`src/cache_pkg.sv`:
```
`default_nettype none

package cache_pkg;

  localparam int ADDR_W = 25;
  localparam int TAG_W = 15;
  localparam int ROW_W = 8;
  localparam int WSEL_W = 2;
  localparam int WORDS_PER_ROW = 4;
  localparam int ROWS = 256;
  localparam int DATA_W = 32;
  localparam int SEL_W = 4;

  // word address as seen on the slave port, msb first.
  typedef struct packed {
    logic [TAG_W-1:0]  tag;
    logic [ROW_W-1:0]  row;
    logic [WSEL_W-1:0] wsel;
  } addr_t;

  typedef struct packed {
    logic                     valid;
    logic [WORDS_PER_ROW-1:0] dirty; // one bit per word.
    logic [TAG_W-1:0]         tag;
  } tag_entry_t;

  typedef logic [WORDS_PER_ROW-1:0][DATA_W-1:0] line_t;

  typedef enum logic [3:0] {
    INIT        = 4'h0,
    IDLE        = 4'h1,
    LOOKUP      = 4'h2,
    HIT         = 4'h3,
    DONE        = 4'h4,
    MISS        = 4'h5,
    FILL_REQ    = 4'h6,
    FILL_GAP    = 4'h7,
    WB_REQ      = 4'h8,
    WB_GAP      = 4'h9,
    FILL_COMMIT = 4'ha,
    WB_COMMIT   = 4'hb
  } cache_state_t;

endpackage

`default_nettype wire

```
`src/row_if.sv`:
```
`timescale 1ns/1ps
`default_nettype none

interface row_if #(
  parameter type T = logic
);
  import cache_pkg::*;

  logic [ROW_W-1:0] addr;
  logic             we;
  T                 wdata;
  T                 rdata; // row at the address of the previous cycle.

  modport ctrl (
    output addr,
    output we,
    output wdata,
    input  rdata
  );

  modport mem (
    input  addr,
    input  we,
    input  wdata,
    output rdata
  );

endinterface

`default_nettype wire

```
`src/cache_ctrl.sv`:
```
`timescale 1ns/1ps
`default_nettype none

module cache_ctrl (
  input  wire logic                         clk_i,
  input  wire logic                         rst_i,
  input  wire logic                         s_cyc_i,
  input  wire logic                         s_stb_i,
  input  wire logic                         s_we_i,
  input  wire logic [cache_pkg::ADDR_W-1:0] s_adr_i,
  input  wire logic [cache_pkg::SEL_W-1:0]  s_sel_i,
  input  wire logic [cache_pkg::DATA_W-1:0] s_dat_i,
  output logic      [cache_pkg::DATA_W-1:0] s_dat_o,
  output logic                              s_ack_o,
  output logic                              m_cyc_o,
  output logic                              m_we_o,
  output logic      [cache_pkg::ADDR_W-1:0] m_adr_o,
  output logic      [cache_pkg::DATA_W-1:0] m_dat_o,
  input  wire logic [cache_pkg::DATA_W-1:0] m_dat_i,
  input  wire logic                         m_ack_i,
  row_if.ctrl                               tag_bus,
  row_if.ctrl                               line_bus
);
  import cache_pkg::*;

  cache_state_t      state, state_next;
  logic [ROW_W-1:0]  init_cnt;
  logic [WSEL_W-1:0] wcnt, wcnt_next;
  line_t             line_buf;

  addr_t             req;
  tag_entry_t        tag_rd, tag_wr;
  line_t             line_rd, line_wr, merged_line;
  logic [ROW_W-1:0]  row_addr;
  logic              request;
  logic              hit;
  logic              last_word;
  logic              victim_dirty;
  logic              store_we;

  function automatic logic [DATA_W-1:0] merge_word(
    input logic [DATA_W-1:0] old_w,
    input logic [DATA_W-1:0] new_w,
    input logic [SEL_W-1:0]  sel
  );
    logic [DATA_W-1:0] res;
    res = old_w;
    for (int b = 0; b < SEL_W; b++) begin
      if (sel[b]) begin
        res[8*b +: 8] = new_w[8*b +: 8];
      end
    end
    return res;
  endfunction

  assign req = addr_t'(s_adr_i); // held by the master until ack.
  assign tag_rd = tag_bus.rdata;
  assign line_rd = line_bus.rdata;

  assign request = s_cyc_i && s_stb_i;
  assign hit = tag_rd.valid && (tag_rd.tag == req.tag);
  assign last_word = (wcnt == WSEL_W'(WORDS_PER_ROW - 1));
  assign victim_dirty = tag_rd.valid && (|tag_rd.dirty);
  assign s_ack_o = (state == DONE);

  always_comb begin
    merged_line = line_rd;
    merged_line[req.wsel] = merge_word(line_rd[req.wsel], s_dat_i, s_sel_i);
  end

  always_comb begin
    state_next = state;
    wcnt_next = wcnt;
    m_cyc_o = 1'b0;
    m_we_o = 1'b0;
    m_adr_o = '0;
    m_dat_o = '0;
    case (state)
      INIT: begin
        if (init_cnt == ROW_W'(ROWS - 1)) begin
          state_next = IDLE;
        end
      end
      IDLE: begin
        if (request) begin
          state_next = LOOKUP;
        end
      end
      LOOKUP: begin
        state_next = hit ? HIT : MISS;
      end
      HIT: begin
        state_next = DONE;
      end
      DONE: begin
        state_next = IDLE;
      end
      MISS: begin
        wcnt_next = '0;
        state_next = victim_dirty ? WB_REQ : FILL_REQ;
      end
      WB_REQ: begin
        if (tag_rd.dirty[wcnt]) begin
          m_cyc_o = 1'b1;
          m_we_o = 1'b1;
          m_adr_o = {tag_rd.tag, req.row, wcnt}; // victim line address.
          m_dat_o = line_rd[wcnt];
          if (m_ack_i) begin
            state_next = WB_GAP;
          end
        end else if (last_word) begin
          state_next = WB_COMMIT;
        end else begin
          wcnt_next = wcnt + 1'b1; // clean word is skipped.
        end
      end
      WB_GAP: begin
        if (last_word) begin
          state_next = WB_COMMIT;
        end else begin
          wcnt_next = wcnt + 1'b1;
          state_next = WB_REQ;
        end
      end
      WB_COMMIT: begin
        wcnt_next = '0;
        state_next = FILL_REQ;
      end
      FILL_REQ: begin
        m_cyc_o = 1'b1;
        m_adr_o = {req.tag, req.row, wcnt};
        if (m_ack_i) begin
          state_next = FILL_GAP;
        end
      end
      FILL_GAP: begin
        if (last_word) begin
          state_next = FILL_COMMIT;
        end else begin
          wcnt_next = wcnt + 1'b1;
          state_next = FILL_REQ;
        end
      end
      FILL_COMMIT: begin
        state_next = LOOKUP; // the request now hits.
      end
      default: begin
        state_next = IDLE;
      end
    endcase
  end

  always_comb begin
    row_addr = (state == INIT) ? init_cnt : req.row;
    tag_wr = tag_rd;
    line_wr = line_buf;
    case (state)
      INIT: begin
        tag_wr = '0;
        line_wr = '0;
      end
      DONE: begin
        tag_wr.dirty[req.wsel] = 1'b1;
      end
      WB_COMMIT: begin
        tag_wr.dirty = '0;
        line_wr = line_rd;
      end
      FILL_COMMIT: begin
        tag_wr.valid = 1'b1;
        tag_wr.dirty = '0;
        tag_wr.tag = req.tag;
      end
      default: begin
        tag_wr = tag_rd;
      end
    endcase
  end

  assign store_we = (state == INIT) || (state == DONE && s_we_i) ||
                    (state == WB_COMMIT) || (state == FILL_COMMIT);

  assign tag_bus.addr = row_addr;
  assign tag_bus.we = store_we;
  assign tag_bus.wdata = tag_wr;
  assign line_bus.addr = row_addr;
  assign line_bus.we = store_we;
  assign line_bus.wdata = line_wr;

  always_ff @(posedge clk_i or posedge rst_i) begin
    if (rst_i) begin
      state <= INIT;
      wcnt <= '0;
      init_cnt <= '0;
    end else begin
      state <= state_next;
      wcnt <= wcnt_next;
      if (state == INIT) begin
        init_cnt <= init_cnt + 1'b1;
      end
    end
  end

  // line_buf holds the merged row of a write hit, or the line being filled.
  always_ff @(posedge clk_i) begin
    if (state == HIT && s_we_i) begin
      line_buf <= merged_line;
    end else if (state == FILL_REQ && m_ack_i) begin
      line_buf[wcnt] <= m_dat_i;
    end
  end

  always_ff @(posedge clk_i or posedge rst_i) begin
    if (rst_i) begin
      s_dat_o <= '0;
    end else if (state == HIT && !s_we_i) begin
      s_dat_o <= line_rd[req.wsel]; // valid during the ack in DONE.
    end
  end

endmodule

`default_nettype wire

```
`src/flat_wrapper.sv`:
```
// flat-port wrapper written by rule: the top's interface ports become plain ports
module cache_ctrl_flat import cache_pkg::*;
  (clk_i, rst_i, s_cyc_i, s_stb_i, s_we_i, s_adr_i, s_sel_i, s_dat_i, s_dat_o, s_ack_o, m_cyc_o, m_we_o, m_adr_o, m_dat_o, m_dat_i, m_ack_i, tag_bus_addr, tag_bus_we, tag_bus_wdata, tag_bus_rdata, line_bus_addr, line_bus_we, line_bus_wdata, line_bus_rdata);
  row_if tag_bus_i ();
  row_if line_bus_i ();
  input  wire logic clk_i;
  input  wire logic rst_i;
  input  wire logic s_cyc_i;
  input  wire logic s_stb_i;
  input  wire logic s_we_i;
  input  wire logic [cache_pkg::ADDR_W-1:0] s_adr_i;
  input  wire logic [cache_pkg::SEL_W-1:0] s_sel_i;
  input  wire logic [cache_pkg::DATA_W-1:0] s_dat_i;
  output logic      [cache_pkg::DATA_W-1:0] s_dat_o;
  output logic s_ack_o;
  output logic m_cyc_o;
  output logic m_we_o;
  output logic      [cache_pkg::ADDR_W-1:0] m_adr_o;
  output logic      [cache_pkg::DATA_W-1:0] m_dat_o;
  input  wire logic [cache_pkg::DATA_W-1:0] m_dat_i;
  input  wire logic m_ack_i;
  output wire logic [$bits(tag_bus_i.addr)-1:0] tag_bus_addr;
  output wire logic [$bits(tag_bus_i.we)-1:0] tag_bus_we;
  output wire logic [$bits(tag_bus_i.wdata)-1:0] tag_bus_wdata;
  input wire logic [$bits(tag_bus_i.rdata)-1:0] tag_bus_rdata;
  output wire logic [$bits(line_bus_i.addr)-1:0] line_bus_addr;
  output wire logic [$bits(line_bus_i.we)-1:0] line_bus_we;
  output wire logic [$bits(line_bus_i.wdata)-1:0] line_bus_wdata;
  input wire logic [$bits(line_bus_i.rdata)-1:0] line_bus_rdata;
  assign tag_bus_addr = tag_bus_i.addr;
  assign tag_bus_we = tag_bus_i.we;
  assign tag_bus_wdata = tag_bus_i.wdata;
  assign tag_bus_i.rdata = tag_bus_rdata;
  assign line_bus_addr = line_bus_i.addr;
  assign line_bus_we = line_bus_i.we;
  assign line_bus_wdata = line_bus_i.wdata;
  assign line_bus_i.rdata = line_bus_rdata;
  cache_ctrl u_core (.clk_i(clk_i), .rst_i(rst_i), .s_cyc_i(s_cyc_i), .s_stb_i(s_stb_i), .s_we_i(s_we_i), .s_adr_i(s_adr_i), .s_sel_i(s_sel_i), .s_dat_i(s_dat_i), .s_dat_o(s_dat_o), .s_ack_o(s_ack_o), .m_cyc_o(m_cyc_o), .m_we_o(m_we_o), .m_adr_o(m_adr_o), .m_dat_o(m_dat_o), .m_dat_i(m_dat_i), .m_ack_i(m_ack_i), .tag_bus(tag_bus_i), .line_bus(line_bus_i));
endmodule
```
`config.mk`:
```
export PLATFORM = sky130hd
export DESIGN_NAME = cache_ctrl_flat
export DESIGN_NICKNAME = d
export VERILOG_FILES = /design/src/cache_pkg.sv /design/src/row_if.sv /design/src/cache_ctrl.sv /design/src/flat_wrapper.sv
export SDC_FILE = /design/constraint.sdc
export NUM_CORES = 1
export LEC_CHECK = 0
export CORE_AREA = 2 2 82 84
export DETAILED_ROUTE_END_ITERATION = 7
export DIE_AREA = 0 0 84 86
export DONT_BUFFER_PORTS = 1
export PLACE_DENSITY = 0.46
export SYNTH_ARGS = -nofsm -noshare
export SYNTH_HDL_FRONTEND = slang
export SYNTH_SLANG_ARGS = --single-unit
```
`constraint.sdc`:
```
create_clock -name clk_i -period 5.3 [get_ports clk_i]
set_clock_uncertainty 0.1 [all_clocks]
set_input_delay 0 -clock clk_i [delete_from_list [all_inputs] [get_ports clk_i]]
set_output_delay 0 -clock clk_i [all_outputs]
set_load 0.02 [all_outputs]
```
==> results.ini <==
[logic_synthesis]
synth-async-reset-ratio=0.9375
syn_avg_cell_area_um2=8.133
synth_top_area_cell=buf_4
synthFlopType=dfrtp_1
synthesis.area_um2=1838
ys_types=39
synth_top_area_share=0.3063
synth-seq-cells=16
synth-seq-area-share=0.2206
synth_edf_count=1
syn_inst=226
synth_warnings=0
synth_area_leaders=buf_4, dfrtp_1, and2_1

[cts]
cts_resized=0
ctsHoldBuffers=9
clkTransAtPathRegs_ps=70
numCtsBuffers=3
h-tree-depth=1
numClockSinks=16
clock-root-buffer=clkbuf_8
insertion_delay_ps=260
cts_setup_buffers=0
cts_tree=built
max-clock-path-buffers=2

[floorplan]
ios=213
die_x_um=84
coreArea_um2=6277
start_util=0.2928
row_count=29
die_h_um=86
dieArea_um2=7224

[worst_setup_path]
path_max_fanout=28
reg2reg_setup_slack_ps=2490
critPathKind=reg -> reg
required_ps=5400
start_kind=register
end_kind=register
arrival_ps=2910

[detailed_routing]
vias_per_cell=4.168
drc=0
wirelength_um=3681
vias=1238
drt_iter0_markers=41
wl_per_cell_um=12.39
first_pass_iters=5
drtAntennaViolNets=0

[sta]
tightest_slew_ps=1036
final.period_utilization=0.5294
slew_viol_final=0
rsz0062_at_grt=no
fin_crit_ps=2806
finalHoldViolCount=0
fmax_ghz=0.3564
setup_viol=0
tns_ps=0
slew_headroom=0.3089

[global_routing]
antenna_found_initial=0
grt_max_degree=29
grt_usage=0.09258
grt-ovfl-total=0
grt_pass1_vias=998
grt_pass1_wl_um=5285

[layout]
drive_gt1_frac=0.07273
final_common_cell=conb_1
regArea_um2=405.4
multi_input_area_um2=1049
diodes=0
area_growth_pct=-6.876
fill_cells=686
final_cell_mix=conb_1, and2_1, nand2_1, dfrtp_1
fin_nets=325

[pwr]
leakagePower_nw=0.8135
intPower_mw=0.4036
swShare=0.5479
p_sw_mw=0.4892
ir_drop_v=0.0001271
power_density_nw_per_um2=521.6
total_power_mw=0.8928
power_frac_comb=0.590
seqPwrFrac=0.300
p_clk_frac=0.111

[hold_path]
hp-class=in -> out

[placed_design]
dp_hpwl_um=2851
io_buffers=0
gp_congestion=0.7065

[outcome]
status=finished, final reports clean

[run]
maxCapViolCount=0

==> synthesized netlist by cell type (3+ instances only) <==
| cell type | count |
|---|---|
| inv_1 | 7 |
| nor3_1 | 3 |
| nor2_1 | 6 |
| buf_4 | 75 |
| xnor2_1 | 6 |
| nand3_1 | 6 |
| mux2_2 | 9 |
| dfrtp_1 | 15 |
| o21ai_0 | 8 |
| clkbuf_1 | 3 |
| and2_1 | 25 |
| o31ai_1 | 3 |
| buf_2 | 4 |
| a21oi_1 | 5 |
| nor2b_1 | 3 |
| ha_1 | 3 |
| nand2_1 | 16 |
==> final timing paths <==
path                       cells after the start                 end                from
setup / recovery                               5     u_core.state[1]     u_core.state[1]
hold reg to reg                                1  u_core.init_cnt[5]  u_core.init_cnt[5]
setup reg to reg                               5     u_core.state[1]     u_core.state[1]
min in group asynchronous                      2      u_core.wcnt[0]               rst_i
hold / removal                                 1         m_adr_o[10]         s_adr_i[10]
max in group asynchronous                      2  u_core.init_cnt[3]               rst_i
==> power by group through the flow <==
| stage | logic (mW) | registers [mW] | clock network (mW) |
|---|---|---|---|
| 5_1_grt | 0.584 | 0.280 | 0.105 |
| 4_1_cts | 0.533 | 0.268 | 0.103 |
| 3_3_place_gp | 0.500 | 0.271 | 0 |
| 2_1_floorplan | 0.573 | 0.208 | 0 |
| 3_5_place_dp | 0.505 | 0.270 | 0 |
| 6_report | 0.526 | 0.267 | 0.0989 |
==> stage by stage <==
stage,utilization,setup slack [ps],hold WS (ps),cell area (um^2),instances
6_report,0.2727,2494,84.04,1712,297
5_1_grt,0.2727,2170,87.00,1712,297
4_1_cts,0.2727,2429,85.26,1712,297
3_5_place_dp,0.2511,2744,-88.39,1577,284
3_3_place_gp,0.2511,2748,-82.09,1577,284
2_1_floorplan,-,3525,-198.5,2074,289
==> kinds of logic (layout without fill, tap and decap cells) <==
| family | count (synthesis) | in the layout | synth area share |
|---|---|---|---|
| buffers and inverters | 89 | 20 | 0.3376 |
| adder cells (fa/ha/maj) | 3 | 3 | 0.02042 |
| AO/OA/AOI/OAI | 24 | 24 | 0.08101 |
| other | 1 | 64 | 0.002040 |
| multiplexers | 11 | 11 | 0.06603 |
| XOR/XNOR | 7 | 7 | 0.03336 |
| flip-flops | 16 | 16 | 0.2206 |
| AND/OR/NAND/NOR | 75 | 75 | 0.2389 |
==> final cells by class <==
class                           count  area share
Multi-Input combinational cell    184      0.6126
Sequential cell                    16      0.2368
Tap cell                           77     0.05629
Timing Repair Buffer                9     0.05263
Clock buffer                        4     0.02632
Inverter                            7     0.01535
==> sequential cells by signal (all words and copies together), names as in the netlist <==
register and flops:
u_core.line_buf 1, u_core.wcnt 2, u_core.s_dat_o 1, u_core.state 4, u_core.init_cnt 8
==> metal layers <==
| metal | GRT usage | part of all wire |
|---|---|---|
| met1 | 0.1265 | 0.43 |
| met2 | 0.1389 | 0.47 |
| met3 | 0.03754 | 0.099 |
| met4 | 0.01760 | 0.0033 |
| met5 | 0 | 0 |
==> critical path: stages (launching register included) <==
cell,delay (ps)
dfrtp_1,700
and2b_1,290
nor3b_4,880
nand2_1,110
o31ai_1,90
dlygate4sd3_1,570
(Power assumes the default switching activity.)
