`src/cache_pkg.sv`:
```
`default_nettype none

package cache_pkg;

  localparam int ADDR_W = 25;
  localparam int TAG_W = 15;
  localparam int ROW_W = 8;
  localparam int WSEL_W = 2;
  localparam int WORDS_PER_ROW = 4;
  localparam int ROWS = 256;
  localparam int DATA_W = 32;
  localparam int SEL_W = 4;

  // word address as seen on the slave port, msb first.
  typedef struct packed {
    logic [TAG_W-1:0]  tag;
    logic [ROW_W-1:0]  row;
    logic [WSEL_W-1:0] wsel;
  } addr_t;

  typedef struct packed {
    logic                     valid;
    logic [WORDS_PER_ROW-1:0] dirty; // one bit per word.
    logic [TAG_W-1:0]         tag;
  } tag_entry_t;

  typedef logic [WORDS_PER_ROW-1:0][DATA_W-1:0] line_t;

  typedef enum logic [3:0] {
    INIT        = 4'h0,
    IDLE        = 4'h1,
    LOOKUP      = 4'h2,
    HIT         = 4'h3,
    DONE        = 4'h4,
    MISS        = 4'h5,
    FILL_REQ    = 4'h6,
    FILL_GAP    = 4'h7,
    WB_REQ      = 4'h8,
    WB_GAP      = 4'h9,
    FILL_COMMIT = 4'ha,
    WB_COMMIT   = 4'hb
  } cache_state_t;

endpackage

`default_nettype wire

```
`src/row_if.sv`:
```
`timescale 1ns/1ps
`default_nettype none

interface row_if #(
  parameter type T = logic
);
  import cache_pkg::*;

  logic [ROW_W-1:0] addr;
  logic             we;
  T                 wdata;
  T                 rdata; // row at the address of the previous cycle.

  modport ctrl (
    output addr,
    output we,
    output wdata,
    input  rdata
  );

  modport mem (
    input  addr,
    input  we,
    input  wdata,
    output rdata
  );

endinterface

`default_nettype wire

```
`src/row_ram.sv`:
```
`timescale 1ns/1ps
`default_nettype none

module row_ram #(
  parameter type T = logic,
  parameter int DEPTH = cache_pkg::ROWS
) (
  input  wire logic clk_i,
  input  wire logic rst_i,
  row_if.mem        mem
);

  T store [DEPTH];

  always_ff @(posedge clk_i) begin
    if (mem.we) begin
      store[mem.addr] <= mem.wdata;
    end
  end

  // a write shows up on the read port in the same edge, so the controller
  // can re-check a freshly committed row on the next cycle.
  always_ff @(posedge clk_i or posedge rst_i) begin
    if (rst_i) begin
      mem.rdata <= '0;
    end else if (mem.we) begin
      mem.rdata <= mem.wdata;
    end else begin
      mem.rdata <= store[mem.addr];
    end
  end

endmodule

`default_nettype wire

```
`src/flat_wrapper.sv`:
```
// flat-port wrapper written by rule: the top's interface ports become plain ports
module row_ram_flat 
#(
  parameter type T = logic,
  parameter int DEPTH = cache_pkg::ROWS
)
  (clk_i, rst_i, mem_addr, mem_we, mem_wdata, mem_rdata);
  row_if #(.T(T)) mem_i ();
  input  wire logic clk_i;
  input  wire logic rst_i;
  input wire logic [$bits(mem_i.addr)-1:0] mem_addr;
  input wire logic [$bits(mem_i.we)-1:0] mem_we;
  input wire logic [$bits(mem_i.wdata)-1:0] mem_wdata;
  output wire logic [$bits(mem_i.rdata)-1:0] mem_rdata;
  assign mem_i.addr = mem_addr;
  assign mem_i.we = mem_we;
  assign mem_i.wdata = mem_wdata;
  assign mem_rdata = mem_i.rdata;
  row_ram #(.T(T), .DEPTH(DEPTH)) u_core (.clk_i(clk_i), .rst_i(rst_i), .mem(mem_i));
endmodule
```
`config.mk`:
```
export PLATFORM = sky130hd
export DESIGN_NAME = row_ram_flat
export DESIGN_NICKNAME = d
export VERILOG_FILES = /design/src/cache_pkg.sv /design/src/row_if.sv /design/src/row_ram.sv /design/src/flat_wrapper.sv
export SDC_FILE = /design/constraint.sdc
export NUM_CORES = 1
export LEC_CHECK = 0
export CORE_UTILIZATION = 65
export DETAILED_ROUTE_END_ITERATION = 10
export DONT_BUFFER_PORTS = 1
export GPL_TIMING_DRIVEN = 0
export PLACE_DENSITY = 0.81
export SETUP_SLACK_MARGIN = 0.3
export SYNTH_ARGS = -nofsm -noshare
export SYNTH_HDL_FRONTEND = slang
export SYNTH_SLANG_ARGS = --single-unit
```
`constraint.sdc`:
```
create_clock -name clk_i -period 3.8 [get_ports clk_i]
set_input_delay 0.76 -clock clk_i [delete_from_list [all_inputs] [get_ports clk_i]]
set_output_delay 0.76 -clock clk_i [all_outputs]
set_load 0.02 [all_outputs]
```
==> results of run 1 <==
layout make-up:
type | count | share of cell area [%]
flip-flops and latches | 257 | 62.3
multi-input cells | 484 | 26.5
clock buffers | 37 | 5.76
plain buffers | 65 | 2.68
well taps | 220 | 2.22
clock inverters | 9 | 0.303
inverters | 4 | 0.121
repair buffers | 1 | 0.0809
diodes | 1 | 0.0202
cells in the final DEF (no fill, tap or decap), types with 2 or more instances in the layout:
| cell | n |
|---|---|
| nor2_1 | 264 |
| clkinv_1 | 7 |
| buf_2 | 6 |
| nand2_1 | 37 |
| clkinv_2 | 3 |
| edfxtp_1 | 256 |
| nor3_1 | 3 |
| inv_1 | 3 |
| o2111ai_1 | 3 |
| and2_1 | 4 |
| mux2i_1 | 30 |
| or3_1 | 2 |
| a22o_1 | 6 |
| a22oi_1 | 19 |
| clkbuf_16 | 27 |
| a41oi_1 | 2 |
| clkbuf_1 | 59 |
| o211ai_1 | 2 |
| mux4_1 | 7 |
| a211oi_1 | 3 |
| nand4_1 | 12 |
| nand3_1 | 20 |
| mux4_2 | 42 |
| buf_6 | 7 |
| o21ai_0 | 4 |
| nor2b_1 | 13 |
state kept, by name (all words and copies together) (netlist names):
| register | count |
|---|---|
| u_core.mem.rdata | 1 |
| u_core.store | 256 |
logic make-up after synthesis:
family / after synthesis / share of synthesized area, %
simple gates: 357 / 12.8
flops: 257 / 68.0
mux: 80 / 12.7
buf+inv: 69 / 3.06
compound gates: 47 / 3.40
worst min-delay path by stage:
stage               cells after the start  slack [ns]          endpoint
CTS                                     1        0.32  u_core.mem.rdata
global route                            1        0.31  u_core.mem.rdata
finish                                  1        0.32  u_core.mem.rdata
floorplan                               1        0.49  u_core.mem.rdata
global placement                        1        0.49  u_core.mem.rdata
detailed placement                      1        0.49  u_core.mem.rdata
per-layer routing:
layer	GRT usage (%)	part of all wire [%]
met1	42.6	37
met2	52.1	48
met3	6.58	11
met4	13.7	4.1
met5	0	0
timing repair:
action	CTS	global route
hold endpoints to repair	1	0
hold buffers	1	0
setup buffers	0	0
through the flow:
stage                     total power, mW  hold slack (ns)  setup WS [ns]  instance area, um2
final                                5.74            0.316          0.851               12400
after global routing                 5.85            0.314          0.766               12400
after CTS                            5.72            0.318          0.882               12400
after floorplan                      3.39            0.489           1.24               11300
after global placement               3.47            0.491          0.437               11600
after detailed placement             3.48            0.494          0.357               11600
power by group through the flow:
| stage | sequential, mW | clock (mW) | combinational [mW] |
|---|---|---|---|
| 6_report | 3.13 | 2.31 | 0.300 |
| 3_3_place_gp | 3.19 | 0 | 0.283 |
| 3_5_place_dp | 3.19 | 0 | 0.288 |
| 2_1_floorplan | 3.19 | 0 | 0.204 |
| 4_1_cts | 3.13 | 2.30 | 0.294 |
| 5_1_grt | 3.13 | 2.41 | 0.314 |
Yosys cell counts, drive strengths merged, types with 2 or more instances:
master / number
inv: 3
o21ai: 5
or3: 2
nand4: 12
a211oi: 3
nor2b: 13
mux4: 49
and2: 4
nor2: 264
nand2: 38
a22o: 6
clkbuf: 49
o2111ai: 3
a221oi: 2
buf: 16
nor3: 3
o211ai: 2
edfxtp: 256
a22oi: 19
nand3: 20
a41oi: 2
mux2i: 30
==> metrics.cfg, run 1 <==
[run_status]
status = complete, no violations

[cts]
clk_path_buf_depth = 3
cts_buffers = 26
clock-root-buffer = clkbuf_16
cts_resized = 0
cts_tree = yes
clk_pin_slew_ns = 0.06
cts_sinks = 257
cts.htree.levels = 1
clk-insertion-delay-late_ns = 0.53

[synth]
synth.distinct_cells = 39
syn_nets = 822
async_flop_share_pct = 0.389
synth_area_um2 = 11300
synth_top_area_share_pct = 67.8
synth_edf_count = 256
yosysSeqAreaShare_pct = 68.0
synth_flop_cell = edfxtp_1
ys_ff_latch = 257
synthCells = 810
yosys-top-cells-area = edfxtp_1 68%, nor2_1 8.7%, mux4_2 8.3%
avgSynthCellArea_um2 = 14.0
yosys_warnings = 0
yosysTopAreaCell = edfxtp_1

[layout]
fill_cells = 1076
postLayoutCoreUtil_pct = 73.6
layoutNonFillerInstCount = 1078
regArea_um2 = 7710
multi_input_area_um2 = 3280
drive_above_1_share_pct = 10.7
nNetsFinal = 851
areaGrowthSynthToFinish_pct = 9.16

[floorplan]
row_count = 47
dieArea_um2 = 18000
die_w_um = 134
core_um2 = 16800
pin_count = 13
start_util_pct = 67.4
die_h_um = 134

[min_path]
hp-class = input port to flip-flop
hp-start = mem_we

[sta]
tns_ns = 0
rsz0062_at_grt = no
fin_crit_sh_pct = 77.6
setup_viol = 0
hold_viol = 0
worst_pin_slew_ns = 0.875
fmaxAchievable_ghz = 0.339
relSlewSlack_pct = 41.7
fin_skew_ns = 0.00508
drv_slew = 0
min_period_ns = 2.95

[drt]
drc = 0
wl_per_cell_um = 25.7
ant_nets = 0
drtIter0Drc = 1231
drt_pass1_iterations = 5
wl_um = 27700
via_count = 7222
viasPerCell = 6.70

[global_routing]
grt.total_usage_pct = 32.0
grt_pass1_wl_um = 41400
antenna_found_initial = 0
grt_max_degree = 258
first_global_vias = 7099
gr-total-overflow = 0

[power]
p_sw_share_pct = 21.2
clkPwrFrac_pct = 40.3
power.density_nw_per_um2 = 464
p_int_mw = 4.53
p_comb_share_pct = 5.2
p_leak_nw = 3.77
p_switching_mw = 1.21
p_seq_share_pct = 54.5
irDropWorstVdd_mv = 0.394

[worst_setup_path]
slowest_stage = clkbuf_1
cp.required_ns = 4.07
crit_fanout = 10
crit_path_start_kind = input port
r2r.worst_path.cells = 6
critical_path_arrival_ns = 3.21
critPathMaxStageDelay_ns = 0.60
endpoint = u_core.store[184]
rr_endpoint = u_core.mem.rdata
end_kind = flip-flop
crit_family = buffers and inverters
crit_start = mem_addr[1]
path_common_cell = buf_2
cp.depth = 8
path_buf_inv = 4
crit_type = input port to flip-flop
r2r_setup_slack_ns = 1.59
rr_startpoint = u_core.store[163]
cp_cell_sequence = buf_2 -> buf_2 -> buf_2 -> nor2b_1 -> nor2b_1 -> nand2_1 -> clkbuf_1 -> nor2_1

[flow_run]
drv_cap = 0

[placement]
portBuffers = 0
place_congestion = 0.888
hpwl_um = 16700
placed_cells = 1030

Note: power is estimated with default switching activity, not from simulation.
==> run 2, diff against run 1 <==
--- a/config.mk
+++ b/config.mk
@@ -5,11 +5,12 @@
 export SDC_FILE = /design/constraint.sdc
 export NUM_CORES = 1
 export LEC_CHECK = 0
-export CORE_UTILIZATION = 65
+export ABC_AREA = 1
+export CORE_UTILIZATION = 64
 export DETAILED_ROUTE_END_ITERATION = 10
 export DONT_BUFFER_PORTS = 1
 export GPL_TIMING_DRIVEN = 0
-export PLACE_DENSITY = 0.81
+export PLACE_DENSITY = 0.8
 export SETUP_SLACK_MARGIN = 0.3
 export SYNTH_ARGS = -nofsm -noshare
 export SYNTH_HDL_FRONTEND = slang
==> constraint.sdc (replaced) <==
create_clock -name clk_i -period 2.85 [get_ports clk_i]
set_input_delay 0.57 -clock clk_i [delete_from_list [all_inputs] [get_ports clk_i]]
set_output_delay 0.57 -clock clk_i [all_outputs]
set_load 0.02 [all_outputs]
==> metrics.cfg, run 2 <==
[sta]
finalWorstSetupSlack_ns = 0.262  ; -0.589 ns
rsz0062_at_grt = no
worst_pin_slew_ns = 0.998  ; +0.123 ns
fmaxAchievable_ghz = 0.386
drv_slew = 0  ; unchanged
hold_viol = 0  ; unchanged
min_period_ns = 2.59
setup_viol = 0  ; unchanged
fin_skew_ns = 0.00640  ; +0.00132 ns
relSlewSlack_pct = 33.5  ; -8.2 points
tns_ns = 0  ; unchanged
fin_crit_sh_pct = 90.8

[worst_setup_path]
crit_path_start_kind = input port
end_kind = flip-flop
cp.required_ns = 3.07  ; -1.00 ns
crit_fanout = 10  ; unchanged
r2r_setup_slack_ns = 1.19  ; -0.40 ns
critical_path_arrival_ns = 2.81  ; -0.40 ns
r2r.worst_path.cells = 14  ; +8
crit_type = input port to flip-flop
rr_endpoint = u_core.mem.rdata
rr_startpoint = u_core.store[163]

[placement]
place_congestion = 0.952  ; +7.3%
place_ws_ns = -0.0932  ; -0.450 ns
portBuffers = 0  ; unchanged
hpwl_um = 20400  ; +22%

[floorplan]
die_w_um = 138  ; +2.8%
die_h_um = 138  ; +2.8%
row_count = 49  ; +4.3%
dieArea_um2 = 19000  ; +5.7%
core_um2 = 18000  ; +7.2%
pin_count = 13  ; unchanged
start_util_pct = 65.5  ; -1.9 points

[synth]
synth.distinct_cells = 18  ; -54%
avgSynthCellArea_um2 = 9.10  ; -35%
synth_flop_cell = edfxtp_1
yosysSeqAreaShare_pct = 65.3  ; -2.7 points
async_flop_share_pct = 0.389  ; unchanged
syn_nets = 1309  ; +59%
yosysTopAreaCell = edfxtp_1
synth_common_cells = 578 x nand2_1, 307 x nor2_1, 256 x edfxtp_1
ys_ff_latch = 257  ; unchanged
yosys_warnings = 0  ; unchanged
synth_top_area_share_pct = 65.1  ; -2.7 points
synth_edf_count = 256  ; unchanged
synth_area_um2 = 11800  ; +4.1%
synthCells = 1297  ; +60%
yosys.cell_count.top_type = nand2_1
yosys-top-cells-area = edfxtp_1 65%, nand2_1 18%, nor2_1 9.8%

[layout]
drive_above_1_share_pct = 6.17  ; -4.6 points
reg_top3 = u_core.store (256), u_core.mem.rdata (1)
largest-register = u_core.store
multi_input_area_um2 = 3660  ; +12%
fill_cells = 1290  ; +20%
largest_reg_flops = 256  ; unchanged
final_common_cell = nand2_1
mostFrequentLayoutCells = 578 x nand2_1, 307 x nor2_1, 256 x edfxtp_1
nNetsFinal = 1338  ; +57%
regArea_um2 = 7710  ; unchanged
areaGrowthSynthToFinish_pct = 9.78

[drt]
met3_wirelength_um = 5020  ; +60%
via_count = 9355  ; +30%
drc = 0  ; unchanged
drt_pass1_iterations = 6  ; +1
wl_per_cell_um = 21.2  ; -17%
wl_um = 33400  ; +21%
drtIter0Drc = 1453  ; +18%
ant_nets = 0  ; unchanged
top_layer = met4
wl_met2_um = 15300  ; +15%
viasPerCell = 5.94  ; -11%
wl_met1_um = 11500  ; +13%

[cts]
cts_tree = yes
clk_path_buf_depth = 3  ; unchanged
cts_sinks = 257  ; unchanged
cts.htree.levels = 1  ; unchanged
clk_pin_slew_ns = 0.06  ; about the same
clock-root-buffer = clkbuf_16
clk-insertion-delay-late_ns = 0.54  ; about the same
cts_buffers = 26  ; unchanged

[min_path]
min_to = u_core.store[11]
hp-class = input port to flip-flop
hp-start = mem_wdata
min_path_cells = 0  ; -1

[global_routing]
gr-total-overflow = 0  ; unchanged
first_global_vias = 8800  ; +24%
grt_max_degree = 258  ; unchanged
antenna_found_initial = 0  ; unchanged
grt_pass1_wl_um = 48900  ; +18%
grt.total_usage_pct = 36.3  ; +4.3 points

[power]
finalPower_mw = 8.10  ; +41%
p_leak_nw = 4.90  ; +30%
irDropWorstVdd_mv = 0.585  ; +48%
power.density_nw_per_um2 = 625  ; +35%

[run_status]
status = complete, no violations

[flow_run]
drv_cap = 0  ; unchanged

-- run 2: cell types whose count changed after synthesis, moves of 8 or more --
| cell | delta |
|---|---|
| a22oi_1 | -19 |
| clkbuf_1 | -15 |
| mux2i_1 | -30 |
| nand3_1 | +19 |
| nand2_1 | +541 |
| nor2b_1 | -13 |
| buf_2 | +24 |
| mux4_2 | -42 |
| buf_4 | +8 |
| inv_1 | +10 |
| nor2_1 | +43 |
-- run 2: worst max-delay path: stages --
cell and delay, ns:
buf_2 0.16, inv_2 0.12, nand2_1 0.09, inv_2 0.26, buf_2 0.32, nand3_1 0.47
clkbuf_1 0.54, nor2_1 0.27
-- run 2: how the worst max path moves through the flow --
stage / startpoint / to / depth (start not counted) / slack (ns)
6_report: mem_addr[1] / u_core.store[93] / 8 / 0.26
5_1_grt: mem_addr[1] / u_core.store[93] / 8 / 0.35
4_1_cts: mem_addr[1] / u_core.store[93] / 8 / 0.39
3_5_place_dp: mem_addr[1] / u_core.store[93] / 8 / -0.09
3_3_place_gp: mem_addr[3] / u_core.store[219] / 6 / -0.03
2_1_floorplan: mem_addr[1] / u_core.store[114] / 8 / 0.75
-- run 2: final cells by class --
cell class	instances	share of cell area (%)
multi-input cells	947	28.3
well taps	229	2.21
repair buffers	1	0.0772
clock inverters	18	1.30
plain buffers	77	2.87
inverters	16	0.463
clock buffers	30	5.30
flip-flops and latches	257	59.5
diodes	1	0.0193
-- run 2: metrics by stage --
stage               hold WS (ns)  instance area, um2  std cells  utilization (%)
detailed placement         0.330               12100       1526             67.1
global route               0.142               13000       1575             71.9
finish                     0.148               13000       1576             71.9
CTS                        0.143               13000       1575             71.9
floorplan                  0.299               11800       1297                -
global placement           0.330               12100       1526             67.1
-- run 2: routing by layer --
metal / up-vias / track usage, %
li1: 4218 / -
met1: 4304 / 45.8
met2: 691 / 58.0
met3: 142 / 9.90
met4: 0 / 18.1
met5: - / 0
-- run 2: cell families (layout without fill, tap and decap cells) --
family	after synthesis	in the layout	share of synthesized area [%]
other cells	0	1	0
buf+inv	93	142	3.66
flops	257	257	65.3
compound gates	8	8	0.339
simple gates	939	939	30.7
-- run 2: where the power goes --
group          total, mW  leakage (nW)  internal, mW  switching [mW]
Combinational      0.493          2.18         0.118           0.375
Sequential          4.17          2.31          4.16         0.00570
Clock               3.44         0.409          2.00            1.44
-- run 2: what timing repair did --
| action | CTS | global route |
|---|---|---|
| resized for setup | 0 | 0 |
| hold buffers | 1 | 0 |
| endpoints found under the setup margin | 0 | 0 |
| hold endpoints to repair | 1 | 0 |
| buffers inserted | 0 | 0 |
